$ cat src/logic/eeprom_macros.svh
`ifndef EEPROM_MACROS_SVH
`define EEPROM_MACROS_SVH

// clk cycles per half scl period, 2 or more
`define EE_SCL_HALF 4

// device type code in the select byte
`define EE_DEV_TYPE 4'b1010

// host address width, upper three bits pick the block
`define EE_ADDR_W 11

`endif

$ cat src/logic/eeprom_pkg.sv
package eeprom_pkg;

    // strobes in the middle of the scl high and low phases
    typedef struct packed
    {
        logic scl_rise;
        logic scl_fall;
    } line_tick_t;

    typedef struct packed
    {
        logic [3:0] dev_type;
        logic [2:0] block;   // address bits 10:8
        logic       rnw;
    } sel_byte_t;

    // byte going into the shifter
    typedef union packed
    {
        sel_byte_t  sel;
        logic [7:0] raw;
    } eeprom_byte_u;

    typedef struct packed
    {
        logic         start;
        logic         receive;
        logic         master_nack;  // ninth bit sent after a received byte
        eeprom_byte_u tx;
    } byte_req_t;

    typedef struct packed
    {
        logic       done;
        logic [7:0] rx;
        logic       ack_bit;
    } byte_rsp_t;

    typedef struct packed
    {
        logic start_cond;
        logic stop_cond;
    } cond_req_t;

endpackage

$ cat src/logic/byte_shifter.sv
`timescale 1ns/10ps

module byte_shifter
(
    input  logic                   CLK,
    input  logic                   RESET,
    input  eeprom_pkg::line_tick_t tick,
    input  logic                   sda_in,
    input  eeprom_pkg::byte_req_t  req,
    output eeprom_pkg::byte_rsp_t  rsp,
    output logic                   sda_low
);

    logic       busy;
    logic [3:0] bit_cnt;   // scl_fall ticks seen since start
    logic       rcv;
    logic       mnack;
    logic [7:0] shreg;

    always_ff @(posedge CLK)
    begin
        if (RESET)
        begin
            busy <= 1'b0;
            bit_cnt <= '0;
            sda_low <= 1'b0;
        end
        else if (!busy)
        begin
            if (req.start)
            begin
                busy <= 1'b1;
                bit_cnt <= '0;
            end
            else if (tick.scl_fall)
                sda_low <= 1'b0;   // let go of the ninth bit
        end
        else if (tick.scl_fall)
        begin
            bit_cnt <= bit_cnt + 1'b1;
            if (bit_cnt < 4'd8)
                sda_low <= !rcv && !shreg[7];
            else
                sda_low <= rcv && !mnack;   // released for the slave ack on tx
        end
        else if (tick.scl_rise && bit_cnt == 4'd9)
            busy <= 1'b0;
    end

    // tx shifts its own bits back in, so after eight rises shreg holds the bus byte
    always_ff @(posedge CLK)
    begin
        if (!busy && req.start)
        begin
            rcv <= req.receive;
            mnack <= req.master_nack;
            shreg <= req.tx.raw;
        end
        else if (busy && tick.scl_rise && bit_cnt != 4'd0 && bit_cnt != 4'd9)
            shreg <= {shreg[6:0], sda_in};
    end

    assign rsp.done = busy && tick.scl_rise && (bit_cnt == 4'd9);
    assign rsp.rx = shreg;
    assign rsp.ack_bit = sda_in;   // only meaningful with done

endmodule

$ cat config.mk
export PLATFORM = sky130hd
export DESIGN_NAME = byte_shifter
export DESIGN_NICKNAME = d
export VERILOG_FILES = /design/src/logic/eeprom_macros.svh /design/src/logic/eeprom_pkg.sv /design/src/logic/byte_shifter.sv
export SDC_FILE = /design/constraint.sdc
export NUM_CORES = 1
export LEC_CHECK = 0
export BUFFER_PORTS_ARGS = -buffer_cell sky130_fd_sc_hd__buf_2
export CORE_MARGIN = 4
export CORE_UTILIZATION = 37
export CTS_BUF_LIST = sky130_fd_sc_hd__clkbuf_16
export CTS_CLUSTER_DIAMETER = 120
export DETAILED_ROUTE_END_ITERATION = 7
export SLEW_MARGIN = 30
export SYNTH_ARGS = -nofsm -noshare
export SYNTH_HDL_FRONTEND = slang
export SYNTH_SLANG_ARGS = --single-unit
$ cat constraint.sdc
create_clock -name CLK -period 3.9 [get_ports CLK]
set_input_delay 0.39 -clock CLK [delete_from_list [all_inputs] [get_ports CLK]]
set_output_delay 0.39 -clock CLK [all_outputs]
set_load 0.01 [all_outputs]
==> impl_metrics.json, run 1 <==
{
  "grt-ovfl-total": 0,
  "rsz0062_at_grt": "no",
  "synthDistinctLibCells": 25,
  "clock_skew_ps": 0.859,
  "drtIter0Drc": 6,
  "fin_crit_ps": 1770,
  "postCtsSetupBuffers": 0,
  "hold_viol": 0,
  "tns_ps": 0,
  "synth_ff_type": "edfxtp_1",
  "dieArea_mm2": 0.00287,
  "hold_end": "rcv",
  "required_ps": 3770,
  "grt_max_degree": 13,
  "cts_max_path_buffers": 2,
  "syn_avg_cell_area_um2": 12.0,
  "ys_seq_area_frac": 0.547,
  "synth_area_leader_cell": "edfxtp_1",
  "grt_pass1_wl_um": 2390,
  "maxCapViolCount": 0,
  "rows": 16,
  "yosysMostFrequentCell": "edfxtp_1",
  "grt_antenna_before_repair": 0,
  "h-tree-depth": 1,
  "slew_headroom": 0.527,
  "finalCritPeriodShare": 0.455,
  "synth_cells": 64,
  "clkTransAtPathRegs_ps": 50,
  "synth_edf_count": 10,
  "worstSetupPathType": "reg2reg",
  "rr_endpoint": "shreg[7]",
  "synth_top_area_frac": 0.391,
  "clock_sinks": 16,
  "hp-class": "in2reg",
  "rrSetupSlack_ps": 2130,
  "nets": 110,
  "cts_tree": "built",
  "place.gp.congestion": 0.702,
  "dp.cells": 113,
  "io_pins": 27,
  "drive_above_1_share": 0.433,
  "area.growth.synth_to_final_pct": 27.9,
  "clock-root-buffer": "clkbuf_16",
  "slew_violations": 0,
  "yosys-top-cells-area": "edfxtp_1 (39%), dfxtp_1 (16%), mux2_2 (12%), ha_1 (4.9%), a21oi_1 (2.6%)",
  "port_buffers": 26,
  "ir_drop_v": 0.000258,
  "setup_viol": 0,
  "worstPathMaxFanout": 8,
  "numCtsBuffers": 3,
  "dieHeight_um": 53.6,
  "place.detailed.hpwl_um": 1080,
  "outcome": "complete, no violations",
  "wire_per_inst_um": 12.6,
  "ys_seq_elements": 16,
  "rr_worst_depth": 5,
  "timing.rr.start": "bit_cnt[0]",
  "grt_util_all_layers": 0.119,
  "ant_nets": 0,
  "floorplan.initialDensity": 0.392,
  "power.density_mw_per_mm2": 444,
  "route.detailed.vias_per_inst": 4.92,
  "fill_cells": 198,
  "grt_pass1_vias": 553,
  "crit_arrival_ps": 1650,
  "fp.coreArea_mm2": 0.00196,
  "drt_wl_total_um": 1470,
  "fmax_mhz": 564,
  "syn-num-nets": 83,
  "clk_latency_ps": 240,
  "diodes": 0,
  "yosys_warnings": 0,
  "die_w_um": 53.6,
  "drcViolationCount": 0,
  "tightest_slew_ps": 708,
  "vias": 576,
  "ys_async_sr_fraction": 0,
  "ys_top_cells_by_count": "edfxtp_1 (10), mux2_2 (8), dfxtp_1 (6)",
  "start_kind": "flop",
  "syn_area_um2": 768,
  "first_pass_iters": 4,
  "end_kind": "flop",
  "hold_start": "req[9]",
  "cts_resized": 0,
  "cts_hold_buf": 0,
  "finalNonFillerCells": 117,
  "hold_depth": 1,
  "p_leak_nw": 0.405
}
[power breakdown]
group          switching [W]   total, W  internal [W]  leakage [nW]
sequential        0.00000662   0.000199      0.000192         0.144
combinational      0.0000203  0.0000417     0.0000214         0.218
clock              0.0000597   0.000195      0.000136        0.0423
[metrics by stage]
stage | setup WS, ps | hold WS, ps | power, W | cell area, µm² | util
5_1_grt | 1980 | 317 | 0.000456 | 982 | 0.501
6_report | 2130 | 325 | 0.000436 | 982 | 0.501
2_1_floorplan | 2340 | 459 | 0.000228 | 768 | -
3_5_place_dp | 1770 | 481 | 0.000244 | 901 | 0.459
3_3_place_gp | 1810 | 475 | 0.000243 | 901 | 0.459
4_1_cts | 1830 | 322 | 0.000443 | 980 | 0.499
[worst max path at each step]
stage | startpoint | slack, ps | depth (start not counted) | end
after floorplan | bit_cnt[0] | 2340 | 5 | shreg[0]
after global placement | req[10] | 1810 | 3 | shreg[5]
after detailed placement | req[10] | 1770 | 3 | shreg[5]
after CTS | busy | 1830 | 2 | shreg[7]
after global routing | bit_cnt[0] | 1980 | 5 | shreg[0]
final | bit_cnt[0] | 2130 | 5 | shreg[7]
[per-layer routing]
metal | wire length (µm) | part of all wire | GRT usage
met5 | 0 | 0 | 0
met2 | 770 | 0.52 | 0.194
met4 | 7 | 0.0048 | 0.0766
met1 | 623 | 0.42 | 0.135
met3 | 71 | 0.048 | 0.0332
[cell usage in the layout (no fill, tap or decap)]
cell type / count
a211oi_1: 1
a21oi_1: 4
a31oi_1: 2
a32oi_1: 1
and3b_1: 1
buf_2: 26
clkbuf_16: 3
dfxtp_1: 6
edfxtp_1: 10
ha_1: 3
inv_1: 4
mux2_2: 8
mux2i_1: 1
nand2_1: 5
nand2b_1: 1
nand3_1: 2
nand4_2: 1
nor2_1: 2
nor2b_2: 1
nor3_1: 3
o211ai_1: 1
o21ai_0: 2
o21bai_1: 1
or3b_1: 1
[final cells by class]
class	instances	area, µm²	area share
tap	27	33.8	0.0344
inverter	3	11.3	0.0115
sequential	16	420	0.428
clock buffer	3	75.1	0.0764
timing repair buffer	26	130	0.132
clock inverter	1	3.75	0.00382
multi-input combinational	41	308	0.313
[sequential cells by signal, indices dropped and copies added (netlist names)]
register,cells
bit_cnt,4
busy,1
mnack,1
rcv,1
sda_low,1
shreg,8
[critical path, stage by stage (launching register included)]
cell      delay [ps]
dfxtp_1          400
inv_1             80
ha_1             200
nand2b_1          80
a21oi_1           70
o21bai_1         570
[logic make-up (layout without fill, tap and decap cells)]
family                   after synthesis  in the layout  share of synthesized area
AO/OA/AOI/OAI                         12             12                     0.0961
buffers and inverters                  7             33                     0.0554
multiplexers                           9              9                      0.130
AND/OR/NAND/NOR                       17             17                      0.122
flip-flops                            16             16                      0.547
adder cells (fa/ha/maj)                3              3                     0.0489
Power figures use the tool's default switching activity.
==> inputs of run 2 (changes only) <==
--- a/config.mk
+++ b/config.mk
@@ -5,6 +5,7 @@
 export SDC_FILE = /design/constraint.sdc
 export NUM_CORES = 1
 export LEC_CHECK = 0
+export ABC_AREA = 1
 export BUFFER_PORTS_ARGS = -buffer_cell sky130_fd_sc_hd__buf_2
 export CORE_MARGIN = 4
 export CORE_UTILIZATION = 37
==> constraint.sdc (replaced) <==
create_clock -name CLK -period 1.6 [get_ports CLK]
set_input_delay 0.16 -clock CLK [delete_from_list [all_inputs] [get_ports CLK]]
set_output_delay 0.16 -clock CLK [all_outputs]
set_load 0.01 [all_outputs]
==> impl_metrics.json, run 2 <==
{
  "worstSetupPathType": "reg2reg",
  "crit_chain": "inv_1 -> ha_1 -> nand3_1 -> nand3_1 -> o21ai_1 -> buf_4",
  "vias": 665,
  "path_delay_family": "flip-flops",
  "fp.coreArea_mm2": 0.00198,
  "required_ps": 1550,
  "yosys_warnings": 0,
  "drt_wl_total_um": 1510,
  "setup_viol": 0,
  "synth_top_area_frac": 0.382,
  "cp_num_cells": 6,
  "critPathCapture": "shreg[7]",
  "synth_area_leader_cell": "edfxtp_1",
  "cts_tree": "built",
  "top_register": "shreg",
  "tightest_slew_ps": 497,
  "dieArea_mm2": 0.00293,
  "crit_arrival_ps": 1360,
  "max_stage_delay_ps": 370,
  "grt_antenna_before_repair": 0,
  "syn_area_um2": 787,
  "io_pins": 27,
  "end_kind": "flop",
  "place.detailed.hpwl_um": 1160,
  "dieHeight_um": 54.1,
  "synth_edf_count": 10,
  "p_leak_nw": 0.501,
  "power.density_mw_per_mm2": 1070,
  "syn_avg_cell_area_um2": 8.28,
  "fin_crit_ps": 1410,
  "nets": 145,
  "grt_util_all_layers": 0.119,
  "final_common_cell": "nand2_1",
  "ys_async_sr_fraction": 0,
  "crit_buf_inv": 2,
  "clock_skew_ps": 2.14,
  "hp-class": "in2reg",
  "area.growth.synth_to_final_pct": 30.4,
  "port_buffers": 26,
  "rr_worst_depth": 6,
  "first_pass_iters": 4,
  "rows": 16,
  "drcViolationCount": 0,
  "floorplan.initialDensity": 0.397,
  "grt_pass1_vias": 574,
  "ir_drop_v": 0.000528,
  "route.detailed.vias_per_inst": 4.38,
  "synth_cells": 95,
  "drtIter0Drc": 11,
  "h-tree-depth": 1,
  "finalWorstSetupSlack_ps": 193,
  "crit_top_cell": "nand3_1",
  "ys_seq_elements": 16,
  "start_kind": "flop",
  "die_w_um": 54.1,
  "timing.rr.start": "bit_cnt[1]",
  "clkTransAtPathRegs_ps": 50,
  "worstPathMaxFanout": 8,
  "reg_top3": "shreg (8), bit_cnt (4)",
  "grt_pass1_wl_um": 2420,
  "yosysMostFrequentCell": "nand2_1",
  "wire_per_inst_um": 9.91,
  "cts_max_path_buffers": 2,
  "synthDistinctLibCells": 16,
  "mostFrequentLayoutCells": "nand2_1 (37), buf_2 (26), edfxtp_1 (10)",
  "outcome": "complete, no violations",
  "yosys-top-cells-area": "edfxtp_1 (38%), nand2_1 (18%), dfxtp_1 (15%), ha_1 (4.8%), inv_1 (4.3%)",
  "tns_ps": 0,
  "slew_violations": 0,
  "ant_nets": 0,
  "maxCapViolCount": 0,
  "place_ws_ps": 205,
  "postCtsSetupBuffers": 0,
  "fmax_mhz": 711,
  "hold_viol": 0,
  "rsz0062_at_grt": "no",
  "numCtsBuffers": 3,
  "rr_endpoint": "shreg[7]",
  "cts_hold_buf": 0,
  "place.gp.congestion": 0.798,
  "cts_resized": 0,
  "worst_path_max_delay_cell": "dfxtp_1",
  "syn-num-nets": 114,
  "slew_headroom": 0.669,
  "clock_sinks": 16,
  "finalCritPeriodShare": 0.880,
  "ys_top_cells_by_count": "nand2_1 (37), edfxtp_1 (10), inv_1 (9), nor2_1 (9), dfxtp_1 (6)",
  "largest_reg_flops": 8,
  "rrSetupSlack_ps": 190,
  "synth_ff_type": "edfxtp_1",
  "grt_max_degree": 12,
  "ys_seq_area_frac": 0.534,
  "grt-ovfl-total": 0,
  "crit_start": "bit_cnt[1]",
  "diodes": 0,
  "drive_above_1_share": 0.296,
  "clock-root-buffer": "clkbuf_16",
  "clk_latency_ps": 240
}
-- run 2: through the flow --
step	area [µm²]	total power [W]	utilization	cells	hold slack [ps]
after floorplan	787	0.000573	-	95	229
after global placement	947	0.000627	0.478	148	338
after detailed placement	947	0.000629	0.478	148	339
after CTS	1030	0.00111	0.518	152	85.6
after global routing	1030	0.00114	0.518	152	87.5
final	1030	0.00109	0.518	152	93.3
-- run 2: routing by layer --
layer  GRT usage  wire length, µm  vias up
met2       0.185              696       15
met4      0.0622               29        0
met3      0.0388               98        2
li1            -                -      360
met1       0.144              682      288
met5           0                0        -
-- run 2: cell families (layout without fill, tap and decap cells) --
| group | after synthesis | count (layout) | synth area share |
|---|---|---|---|
| AOI/OAI and AO/OA | 8 | 8 | 0.0556 |
| buffers and inverters | 12 | 42 | 0.0731 |
| and+or+nand+nor | 56 | 56 | 0.289 |
| adders and majority gates | 3 | 3 | 0.0477 |
| DFF | 16 | 16 | 0.534 |
-- run 2: area by class of cell --
cell class	instances	area, µm²
fillers	196	956
flip-flops and latches	16	420
clock inverters	1	3.75
well taps	27	33.8
clock buffers	3	75.1
multi-input cells	67	309
inverters	10	38.8
repair buffers	28	145
-- run 2: power by group --
| part | switching [W] | total [W] | internal (W) |
|---|---|---|---|
| Sequential | 0.0000148 | 0.000490 | 0.000475 |
| Clock | 0.000145 | 0.000475 | 0.000331 |
| Combinational | 0.0000752 | 0.000129 | 0.0000535 |
| Total | 0.000235 | 0.00109 | 0.000859 |
-- run 2: worst min-delay path by stage --
| stage | from | endpoint | slack [ps] | cells after the start |
|---|---|---|---|---|
| 6_report | req[8] | mnack | 90 | 1 |
| 5_1_grt | req[8] | mnack | 90 | 1 |
| 4_1_cts | req[8] | mnack | 90 | 1 |
| 3_5_place_dp | req[8] | mnack | 340 | 1 |
| 3_3_place_gp | req[8] | mnack | 340 | 1 |
| 2_1_floorplan | RESET | bit_cnt[1] | 230 | 1 |
