[config.mk]
export PLATFORM = sky130hd
export DESIGN_NAME = eeprom_ctrl
export DESIGN_NICKNAME = d
export VERILOG_FILES = /design/src/logic/eeprom_pkg.sv /design/src/logic/eeprom_ctrl.sv
export VERILOG_INCLUDE_DIRS = /design/src /design/src/logic
export SDC_FILE = /design/constraint.sdc
export NUM_CORES = 1
export LEC_CHECK = 0
export ABC_AREA = 0
export BUFFER_PORTS_ARGS = -buffer_cell sky130_fd_sc_hd__buf_2
export CAP_MARGIN = 20
export CORE_AREA = 2 2 65 67
export CTS_CLUSTER_SIZE = 14
export DETAILED_ROUTE_END_ITERATION = 10
export DIE_AREA = 0 0 67 69
export HOLD_SLACK_MARGIN = 0.08
export PLACE_DENSITY = 0.72
export SYNTH_ARGS = -nofsm -noshare
export SYNTH_HDL_FRONTEND = slang
export SYNTH_SLANG_ARGS = --single-unit
[constraint.sdc]
create_clock -name CLK -period 1.42 [get_ports CLK]
set_clock_uncertainty 0.1 [all_clocks]
set_input_delay 0.071 -clock CLK [delete_from_list [all_inputs] [get_ports CLK]]
set_output_delay 0.071 -clock CLK [all_outputs]
set_load 0.02 [all_outputs]
[src/logic/eeprom_macros.svh]
`ifndef EEPROM_MACROS_SVH
`define EEPROM_MACROS_SVH

// clk cycles per half scl period, 2 or more
`define EE_SCL_HALF 4

// device type code in the select byte
`define EE_DEV_TYPE 4'b1010

// host address width, upper three bits pick the block
`define EE_ADDR_W 11

`endif

[src/logic/eeprom_pkg.sv]
package eeprom_pkg;

    // strobes in the middle of the scl high and low phases
    typedef struct packed
    {
        logic scl_rise;
        logic scl_fall;
    } line_tick_t;

    typedef struct packed
    {
        logic [3:0] dev_type;
        logic [2:0] block;   // address bits 10:8
        logic       rnw;
    } sel_byte_t;

    // byte going into the shifter
    typedef union packed
    {
        sel_byte_t  sel;
        logic [7:0] raw;
    } eeprom_byte_u;

    typedef struct packed
    {
        logic         start;
        logic         receive;
        logic         master_nack;  // ninth bit sent after a received byte
        eeprom_byte_u tx;
    } byte_req_t;

    typedef struct packed
    {
        logic       done;
        logic [7:0] rx;
        logic       ack_bit;
    } byte_rsp_t;

    typedef struct packed
    {
        logic start_cond;
        logic stop_cond;
    } cond_req_t;

endpackage

[src/logic/eeprom_ctrl.sv]
`timescale 1ns/10ps
`include "eeprom_macros.svh"

module eeprom_ctrl
(
    input  logic                    CLK,
    input  logic                    RESET,
    input  logic                    wr,
    input  logic                    rd,
    input  logic [`EE_ADDR_W-1:0]   addr,
    input  logic [7:0]              wdata,
    output logic                    ack,
    output logic                    nack,
    output logic [7:0]              rdata,
    output eeprom_pkg::cond_req_t   cond_req,
    input  logic                    cond_done,
    output eeprom_pkg::byte_req_t   byte_req,
    input  eeprom_pkg::byte_rsp_t   byte_rsp,
    output logic                    bus_active
);

    typedef enum logic [3:0]
    {
        S_IDLE,
        S_START,
        S_SEL_WR,
        S_ADDR,
        S_DATA_WR,
        S_RESTART,
        S_SEL_RD,
        S_DATA_RD,
        S_STOP,
        S_ACK
    } state_t;

    state_t     st;
    logic       is_read;
    logic       nack_acc;   // any slave nack in this transfer
    logic [7:0] rx_q;

    function automatic eeprom_pkg::byte_req_t send_sel(input logic [2:0] block,
                                                       input logic rnw);
        eeprom_pkg::byte_req_t r;
        r.start = 1'b1;
        r.receive = 1'b0;
        r.master_nack = 1'b0;
        r.tx.sel.dev_type = `EE_DEV_TYPE;
        r.tx.sel.block = block;
        r.tx.sel.rnw = rnw;
        return r;
    endfunction

    function automatic eeprom_pkg::byte_req_t send_raw(input logic [7:0] value,
                                                       input logic receive);
        eeprom_pkg::byte_req_t r;
        r.start = 1'b1;
        r.receive = receive;
        r.master_nack = receive;   // single byte read ends with nack
        r.tx.raw = value;
        return r;
    endfunction

    always_ff @(posedge CLK)
    begin
        if (RESET)
        begin
            st <= S_IDLE;
            is_read <= 1'b0;
            nack_acc <= 1'b0;
            bus_active <= 1'b0;
            ack <= 1'b0;
            nack <= 1'b0;
            rdata <= '0;
            cond_req <= '0;
            byte_req <= '0;
        end
        else
        begin
            cond_req <= '0;
            byte_req.start <= 1'b0;
            ack <= 1'b0;
            case (st)
                S_IDLE:
                begin
                    if (wr || rd)
                    begin
                        is_read <= !wr;   // wr wins
                        nack_acc <= 1'b0;
                        bus_active <= 1'b1;
                        cond_req.start_cond <= 1'b1;
                        st <= S_START;
                    end
                end
                S_START:
                begin
                    if (cond_done)
                    begin
                        byte_req <= send_sel(addr[`EE_ADDR_W-1:8], 1'b0);
                        st <= S_SEL_WR;
                    end
                end
                S_SEL_WR:
                begin
                    if (byte_rsp.done)
                    begin
                        nack_acc <= nack_acc | byte_rsp.ack_bit;
                        byte_req <= send_raw(addr[7:0], 1'b0);
                        st <= S_ADDR;
                    end
                end
                S_ADDR:
                begin
                    if (byte_rsp.done)
                    begin
                        nack_acc <= nack_acc | byte_rsp.ack_bit;
                        if (is_read)
                        begin
                            cond_req.start_cond <= 1'b1;
                            st <= S_RESTART;
                        end
                        else
                        begin
                            byte_req <= send_raw(wdata, 1'b0);
                            st <= S_DATA_WR;
                        end
                    end
                end
                S_DATA_WR:
                begin
                    if (byte_rsp.done)
                    begin
                        nack_acc <= nack_acc | byte_rsp.ack_bit;
                        cond_req.stop_cond <= 1'b1;
                        st <= S_STOP;
                    end
                end
                S_RESTART:
                begin
                    if (cond_done)
                    begin
                        byte_req <= send_sel(addr[`EE_ADDR_W-1:8], 1'b1);
                        st <= S_SEL_RD;
                    end
                end
                S_SEL_RD:
                begin
                    if (byte_rsp.done)
                    begin
                        nack_acc <= nack_acc | byte_rsp.ack_bit;
                        byte_req <= send_raw(8'h00, 1'b1);
                        st <= S_DATA_RD;
                    end
                end
                S_DATA_RD:
                begin
                    if (byte_rsp.done)   // ninth bit is our own nack
                    begin
                        cond_req.stop_cond <= 1'b1;
                        st <= S_STOP;
                    end
                end
                S_STOP:
                begin
                    if (cond_done)
                    begin
                        bus_active <= 1'b0;
                        ack <= 1'b1;
                        nack <= nack_acc;
                        if (is_read)
                            rdata <= rx_q;
                        st <= S_ACK;
                    end
                end
                S_ACK:
                    st <= S_IDLE;   // host drops its request here
                default:
                    st <= S_IDLE;
            endcase
        end
    end

    always_ff @(posedge CLK)
    begin
        if (st == S_DATA_RD && byte_rsp.done)
            rx_q <= byte_rsp.rx;
    end

endmodule

==> impl_metrics.toml, run 1 <==
[floorplan]
dieArea_um2 = 4620
io_pins = 58
start_util_pct = 43.0
die_h_um = 69
die_w_um = 67
rows = 23
core_area_um2 = 3910

[power_and_ir_drop]
powerDensity_nw_per_um2 = 1310
power.leakage_nw = 1.19
ir_worst_vdd_uv = 665

[global_routing]
grt_overflow = 0
antenna_found_initial = 0
grt_pass1_wl_um = 7620
grt_start_max_net_pins = 31
grt_pass1_vias = 1594
grt_usage_pct = 21.7

[logic_synthesis]
syn_area_um2 = 1680
ys_types = 46
ys_ff_latch = 37
yosysSeqAreaShare_pct = 48.8
syn_area_per_cell_um2 = 10.6
syn_nets = 193
synth_warnings = 0
synth_cells = 159

[clock_tree]
numCtsBuffers = 5
cts.reportedPaths.clkPinSlew_ns = 0.07
clock_sink_count = 37
clock_latency_ns = 0.28
cts_tree = "yes"
cts_max_path_buffers = 2
cts.htree.levels = 2
root_buffer = "clkbuf_8"

[timing]
worst_pin_slew_ns = 0.359
max_clock_freq_mhz = 620
fin_crit_sh_pct = 114
drv_slew = 0
maxSlewHeadroom_pct = 75.9
rsz0062_at_grt = "true"
hold_viol = 0
setup_slack_ns = -0.192
fin_crit_ns = 1.61
setup_viol = 23

[setup_path]
worstPathRequired_ns = 1.48
start_kind = "flip-flop"
worstSetupPathType = "reg2reg"
cp_max_fo = 9
crit_buf_inv = 0
cp.arrival_ns = 1.68
cp_top_family = "simple AND/OR/NAND/NOR gates"
worstPathCellList = "or3b_1 -> nand2_2 -> nor3_4 -> a221o_1"
slowest_stage = "dfxtp_4"
critical-path-max-stage-delay_ns = 0.43
end_kind = "flip-flop"

[place]
postPlaceCellArea_um2 = 2160
hpwl_um = 2900
gp_congestion = 0.802
io_buffers = 57

[detailed_routing]
vias = 1672
wl_per_cell_um = 15.4
dr.pass1.iters = 4
drtIter0Drc = 114
via_per_inst = 5.29
ant_nets = 0
drt-total-wl_um = 4870
drc_errors = 0

[job]
drv_cap = 0

[finish]
drive_above_1_share_pct = 43.6
num-nets-final = 299
stdcell_area_um2 = 2630
final_util_pct = 67.2
area_growth_pct = 56.3
diodes = 0

[hold_path]
hp-class = "in2reg"

[outcome]
violations = "negative setup slack"
status = "finished with violations"
## cell type report
class                           count  area [um2]
Timing Repair Buffer              110         778
Multi-Input combinational cell    106         845
Clock buffer                        7        86.3
Fill cell                         304        1280
Tap cell                           50        62.6
Inverter                            5        18.8
Sequential cell                    37         832
Clock inverter                      1        7.51
## per-layer routing
| layer | part of all wire, % | wire length [um] | global-route usage, % | vias to the layer above |
|---|---|---|---|---|
| met4 | 3.9 | 190 | 10.7 | 0 |
| met3 | 5.4 | 263 | 5.22 | 17 |
| met1 | 40 | 1970 | 25.8 | 784 |
| met2 | 50 | 2440 | 35.6 | 61 |
| li1 | - | - | - | 810 |
| met5 | 0 | 0 | 0 | - |
## sequential cells by signal, summed over array words and instances (netlist names)
signal      cells
byte_req       10
rdata           8
rx_q            8
st              4
cond_req        2
ack             1
bus_active      1
is_read         1
nack            1
nack_acc        1
## logic make-up after synthesis
group | share of synthesized area, %
compound gates | 19.5
mux | 5.95
simple gates | 21.0
flops | 48.8
buf+inv | 4.76
## synth_stat cells (all sizes together)
master	number	area share [%]
a21oi	9	2.7
nand4	2	1.6
a32oi	4	2.1
nor2	20	4.5
or3	1	0.67
and3b	1	0.52
and3	1	0.37
nor3b	3	1.3
a221o	8	4.8
a211oi	3	1.6
nor4	2	1.5
nand2b	5	2.3
clkbuf	3	0.67
o21ai	2	0.59
and4	1	0.52
o21ba	1	0.59
nand3	2	0.59
and2	1	0.37
nor2b	1	0.37
edfxtp	8	14
a311oi	1	0.52
o2bb2ai	1	0.52
buf	8	3.0
o221ai	1	0.89
mux2i	10	5.9
a31oi	6	2.6
nand2	9	2.0
a211o	1	0.52
dfxtp	29	34
o21bai	2	0.89
nor4bb	1	1.5
or3b	2	1.0
inv	5	1.1
nor3	3	1.9
a2111oi	1	0.59
a22o	1	0.59
## report_power, final
part / total (mW) / leakage [nW] / internal (mW) / switching (mW)
clock network: 0.748 / 0.0445 / 0.394 / 0.354
registers: 1.31 / 0.309 / 1.19 / 0.113
logic: 1.40 / 0.838 / 0.700 / 0.697
total: 3.45 / 1.19 / 2.29 / 1.16
## path summary, 6_finish.rpt
| kind | startpoint | endpoint | cells after the start | slack [ns] |
|---|---|---|---|---|
| worst max-delay path | st[1] | byte_req[3] | 4 | -0.19 |
| worst max register to register | st[1] | byte_req[3] | 4 | -0.19 |
| worst min register to register | bus_active | bus_active | 2 | 0.36 |
| worst min-delay path | addr[4] | byte_req[4] | 3 | 0.08 |
## through the flow
stage               power [mW]  setup TNS (ns)  worst slack [ns]  cells  hold slack [ns]
floorplan                 2.04          -0.488           -0.0379    159           0.0676
global placement          2.46           -2.30            -0.153    276            0.149
detailed placement        2.48           -2.83            -0.188    276            0.150
CTS                       3.39           -1.81            -0.127    315           0.0863
global route              3.64           -3.88            -0.239    316            0.111
finish                    3.45           -2.13            -0.192    316           0.0832
## worst reg2reg max path: cells and delay by family, from the launching register on
kind            cells  cell delay, ns
compound gates      1            0.34
simple gates        3            0.63
flops               1            0.43
## repair_timing
action,in CTS,in global routing
pin swaps,3,7
setup endpoints to repair,24,24
gates resized for setup,11,3
hold buffers,28,0
hold endpoints to repair,21,0
buffers inserted,3,1
## layout by cell type, fill, tap and decap left out, drive strengths merged, types with 2 or more instances in the layout
cell,n
o21bai,2
nand2,9
a211oi,3
a32oi,4
dlygate4sd3,28
clkbuf,7
nand4,2
nor4,2
a31oi,6
nand2b,5
nor2,20
a21oi,9
or3b,2
dfxtp,29
edfxtp,8
nor3b,3
nor3,3
nand3,2
buf,82
a221o,8
o21ai,2
mux2i,10
inv,5
Power figures use the tool's default switching activity.
==> inputs of run 2 (changes only) <==
--- a/config.mk
+++ b/config.mk
@@ -7,7 +7,7 @@
 export NUM_CORES = 1
 export LEC_CHECK = 0
 export ABC_AREA = 0
-export BUFFER_PORTS_ARGS = -buffer_cell sky130_fd_sc_hd__buf_2
+export BUFFER_PORTS_ARGS = -buffer_cell sky130_fd_sc_hd__clkbuf_2
 export CAP_MARGIN = 20
 export CORE_AREA = 2 2 65 67
 export CTS_CLUSTER_SIZE = 14
==> impl_metrics.toml, run 2 (same netlist as run 1, synthesis figures left out) <==
[floorplan]
die_h_um = 69
core_area_um2 = 3910
dieArea_um2 = 4620
io_pins = 58
rows = 23
start_util_pct = 43.0
die_w_um = 67

[setup_path]
cp_top_family = "compound AO/OA/AOI/OAI gates"
reg2reg_from = "st[1]"
end_kind = "flip-flop"
worstReg2RegEnd = "byte_req[0]"
cp_max_fo = 8
slowest_stage = "dfxtp_4"
reg2reg_depth = 7
worstPathCellList = "buf_6 -> buf_6 -> nor4bb_4 -> buf_4 -> a32oi_1 -> nor2_1 -> a221o_1"
worstPathRequired_ns = 1.51
critical-path-max-stage-delay_ns = 0.42
worstSetupPathType = "reg2reg"
start_kind = "flip-flop"
r2r_slack_ns = -0.18
cpMostUsedCell = "buf_6"
cp.arrival_ns = 1.69
crit_buf_inv = 3

[timing]
worst_pin_slew_ns = 0.373
rsz0062_at_grt = "true"
setup_slack_ns = -0.178
fin_crit_ns = 1.60
hold_viol = 0
fin_crit_sh_pct = 113
setup_viol = 30
max_clock_freq_mhz = 626
drv_slew = 0
maxSlewHeadroom_pct = 75.1

[finish]
largestRegisters = "byte_req: 10 flops, rdata: 8 flops, rx_q: 8 flops"
drive_above_1_share_pct = 46.9
stdcell_area_um2 = 2800
num-nets-final = 306
largest_reg_flops = 10
regMostFlops = "byte_req"
diodes = 0
area_growth_pct = 66.5
final_util_pct = 71.6
final_common_cell = "clkbuf_2"
final_cell_mix = "clkbuf_2, dlygate4sd3_1, dfxtp_1"

[detailed_routing]
via_per_inst = 5.37
vias = 1733
ant_nets = 0
wl_per_cell_um = 16.6
drtIter0Drc = 114
drt-total-wl_um = 5350
drc_errors = 0
dr.pass1.iters = 4

[hold_path]
hp-class = "in2reg"
holdPathStages = 4
hold_path_end = "st[0]"
hold_start = "RESET"

[power_and_ir_drop]
ir_worst_vdd_uv = 624
powerDensity_nw_per_um2 = 1390
power.leakage_nw = 1.25

[clock_tree]
cts.reportedPaths.clkPinSlew_ns = 0.07
cts_tree = "yes"
cts_max_path_buffers = 2
cts.htree.levels = 2
numCtsBuffers = 5
root_buffer = "clkbuf_8"
clock_sink_count = 37
clock_latency_ns = 0.29

[global_routing]
grt_overflow = 0
grt_usage_pct = 21.7
grt_pass1_wl_um = 7640
antenna_found_initial = 0
grt_start_max_net_pins = 31
grt_pass1_vias = 1697

[outcome]
status = "finished with violations"
violations = "negative setup slack"

[place]
hpwl_um = 3050
io_buffers = 57
postPlaceCellArea_um2 = 2160
gp_congestion = 0.879

[job]
drv_cap = 0
run 2: changes by cell type in the layout (fill, tap and decap cells not counted), sizes merged:
| cell | previous run | this run |
|---|---|---|
| buf | 82 | 29 |
| clkinvlp | 1 | 0 |
| bufinv | 0 | 1 |
| clkbuf | 7 | 64 |
| dlygate4sd3 | 28 | 31 |
run 2: power breakdown:
part | total, mW | switching (mW) | internal [mW]
combinational | 1.62 | 0.802 | 0.823
clock | 0.940 | 0.368 | 0.572
sequential | 1.34 | 0.144 | 1.20
total | 3.90 | 1.31 | 2.59
run 2: tightest hold or removal path, stage by stage:
cell and delay (ns):
clkbuf_2 0.09, nand2b_4 0.12, buf_4 0.10, mux2i_1 0.05
run 2: timing repair:
action	CTS	global route
pin swaps	4	20
buffers inserted	5	3
endpoints found under the hold margin	22	0
setup endpoints to repair	31	33
hold buffers	31	0
gates resized for setup	12	29
run 2: cell type report:
cell class,instances,area [um2]
multi-input combinational,106,926
sequential,37,836
fill,273,1110
clock buffer,7,86.3
clock inverter,1,30.0
timing repair buffer,117,840
tap,50,62.6
inverter,5,21.3
run 2: metrics by stage:
stage	std cells	power, mW	hold slack (ns)	setup TNS, ns	worst slack [ns]
2_1_floorplan	159	2.04	0.0676	-0.488	-0.0379
3_3_place_gp	277	2.43	0.149	-1.86	-0.138
3_5_place_dp	277	2.45	0.150	-2.46	-0.199
4_1_cts	321	3.57	0.0869	-2.13	-0.150
5_1_grt	323	4.05	0.0866	-3.88	-0.223
6_report	323	3.90	0.0752	-2.45	-0.178
run 2: layer usage:
metal,track usage (%),vias up,routed length (um)
met5,0,-,0
met2,36.7,65,2770
met3,5.06,19,238
met1,25.8,826,2170
met4,8.84,0,181
li1,-,823,-
run 2: worst max path at each step:
stage / endpoint / start / depth (start not counted) / slack, ns
after floorplan: byte_req[4] / st[0] / 5 / -0.04
after global placement: byte_req[5] / st[2] / 4 / -0.14
after detailed placement: byte_req[2] / st[1] / 4 / -0.20
after CTS: byte_req[1] / st[1] / 6 / -0.15
after global routing: byte_req[0] / st[1] / 7 / -0.22
final: byte_req[0] / st[1] / 7 / -0.18
==> inputs of run 3 (changes only) <==
--- a/config.mk
+++ b/config.mk
@@ -9,12 +9,13 @@
 export ABC_AREA = 0
 export BUFFER_PORTS_ARGS = -buffer_cell sky130_fd_sc_hd__clkbuf_2
 export CAP_MARGIN = 20
-export CORE_AREA = 2 2 65 67
+export CORE_AREA = 2 2 64 66
+export CTS_BUF_LIST = sky130_fd_sc_hd__clkbuf_2 sky130_fd_sc_hd__clkbuf_4 sky130_fd_sc_hd__clkbuf_8
 export CTS_CLUSTER_SIZE = 14
 export DETAILED_ROUTE_END_ITERATION = 10
-export DIE_AREA = 0 0 67 69
+export DIE_AREA = 0 0 66 68
 export HOLD_SLACK_MARGIN = 0.08
-export PLACE_DENSITY = 0.72
+export PLACE_DENSITY = 0.74
 export SYNTH_ARGS = -nofsm -noshare
 export SYNTH_HDL_FRONTEND = slang
 export SYNTH_SLANG_ARGS = --single-unit
==> impl_metrics.toml, run 3 (same netlist as run 1, synthesis figures left out) <==
[outcome]
status = "finished with violations"
violations = "negative setup slack"

[finish]
multiInputGateArea_um2 = 886
diodes = 0
num-nets-final = 299
regMostFlops = "byte_req"
largest_reg_flops = 10
regArea_um2 = 836
largestRegisters = "byte_req: 10 flops, rdata: 8 flops, rx_q: 8 flops"
fillCellCount = 293
final_common_cell = "clkbuf_2"
drive_above_1_share_pct = 44.0
stdcell_area_um2 = 2660
final_util_pct = 68.9
area_growth_pct = 57.8
final_cell_mix = "clkbuf_2, dlygate4sd3_1, dfxtp_1"

[clock_tree]
numCtsBuffers = 5
cts_tree = "yes"
cts.reportedPaths.clkPinSlew_ns = 0.07
root_buffer = "clkbuf_8"
clock_sink_count = 37
cts.htree.levels = 2
cts_max_path_buffers = 2
clock_latency_ns = 0.28

[detailed_routing]
via_per_inst = 5.21
ant_nets = 0
wl_per_cell_um = 14.6
drtIter0Drc = 92
vias = 1647
drt-total-wl_um = 4620
dr.pass1.iters = 4
drc_errors = 0

[global_routing]
antenna_found_initial = 0
grt_pass1_wl_um = 7330
gr-usage-met2_pct = 38.9
grt_overflow = 0
grt_pass1_vias = 1623
top_usage_layer = "met2"
grt_usage_pct = 21.6
gr-usage-met1_pct = 25.7
grt_use_met3_pct = 5.10
grt_start_max_net_pins = 31

[power_and_ir_drop]
power_mw = 3.48
power.leakage_nw = 1.19
powerDensity_nw_per_um2 = 1310
ir_worst_vdd_uv = 765

[floorplan]
rows = 23
io_pins = 58
start_util_pct = 43.6
dieArea_um2 = 4490
core_area_um2 = 3860
die_h_um = 68
die_w_um = 66

[setup_path]
worstPathCellList = "buf_4 -> o221ai_4 -> a31oi_4 -> a221o_1"
cp.arrival_ns = 1.64
cp_max_fo = 11
end_kind = "flip-flop"
cp_top_family = "compound AO/OA/AOI/OAI gates"
reg2reg_depth = 4
worstPathRequired_ns = 1.49
start_kind = "flip-flop"
slowest_stage = "dfxtp_4"
critical-path-max-stage-delay_ns = 0.40
r2r_slack_ns = -0.15
reg2reg_from = "st[1]"
worstSetupPathType = "reg2reg"
crit_buf_inv = 1
worstReg2RegEnd = "byte_req[2]"

[timing]
setup_viol = 19
worst_pin_slew_ns = 0.350
fin_crit_ns = 1.57
rsz0062_at_grt = "true"
maxSlewHeadroom_pct = 76.6
hold_viol = 0
max_clock_freq_mhz = 638
setup_slack_ns = -0.147
fin_crit_sh_pct = 110
fin_setup_tns_ns = -1.75
drv_slew = 0

[job]
drv_cap = 0

[place]
dpl_worst_slack_ns = -0.184
postPlaceCellArea_um2 = 2150
gp_congestion = 0.851
io_buffers = 57
hpwl_um = 2860

[hold_path]
hold_start = "RESET"
hp-class = "in2reg"
hold_path_end = "st[0]"
holdPathStages = 4
-- run 3: what timing repair did --
item                                   4_1_cts  5_1_grt
endpoints found under the hold margin       20        0
pin swaps                                    3        4
hold buffers                                29        0
setup endpoints to repair                   33       32
resized for setup                           12        9
buffers inserted                             3        0
-- run 3: worst max-delay path by stage --
| stage | endpoint | slack [ns] | depth (start not counted) | start |
|---|---|---|---|---|
| 6_report | byte_req[2] | -0.15 | 4 | st[1] |
| 5_1_grt | byte_req[0] | -0.22 | 4 | st[1] |
| 4_1_cts | byte_req[3] | -0.14 | 4 | st[0] |
| 3_5_place_dp | byte_req[3] | -0.18 | 4 | st[1] |
| 3_3_place_gp | byte_req[6] | -0.16 | 4 | st[1] |
| 2_1_floorplan | byte_req[4] | -0.04 | 5 | st[0] |
-- run 3: metrics by stage --
step,cells,hold slack (ns)
after global placement,276,0.150
after global routing,316,0.0837
after CTS,316,0.0866
after detailed placement,276,0.151
final,316,0.0623
after floorplan,159,0.0676
-- run 3: report_power, final --
part / internal, mW / switching [mW]
Combinational: 0.716 / 0.697
Clock: 0.382 / 0.343
Sequential: 1.20 / 0.143
Total: 2.29 / 1.18
-- run 3: per-layer routing --
| metal | vias up | share of wire, % | wire [um] |
|---|---|---|---|
| met1 | 771 | 42 | 1940 |
| met2 | 58 | 52 | 2390 |
| met5 | - | 0 | 0 |
| met4 | 0 | 0.82 | 38 |
| li1 | 811 | - | - |
| met3 | 7 | 5.6 | 260 |
-- run 3: layout make-up --
| class | instances | share of cell area [%] |
|---|---|---|
| multi-input combinational | 106 | 33.4 |
| sequential | 37 | 31.5 |
| timing repair buffer | 110 | 28.7 |
| clock buffer | 7 | 3.16 |
| tap | 50 | 2.36 |
| inverter | 5 | 0.707 |
| clock inverter | 1 | 0.189 |
-- run 3: worst register-to-register path, cell delays in order, from the launching register on --
cell and delay (ns):
dfxtp_4 0.40, buf_4 0.16, o221ai_4 0.23, a31oi_4 0.19, a221o_1 0.38
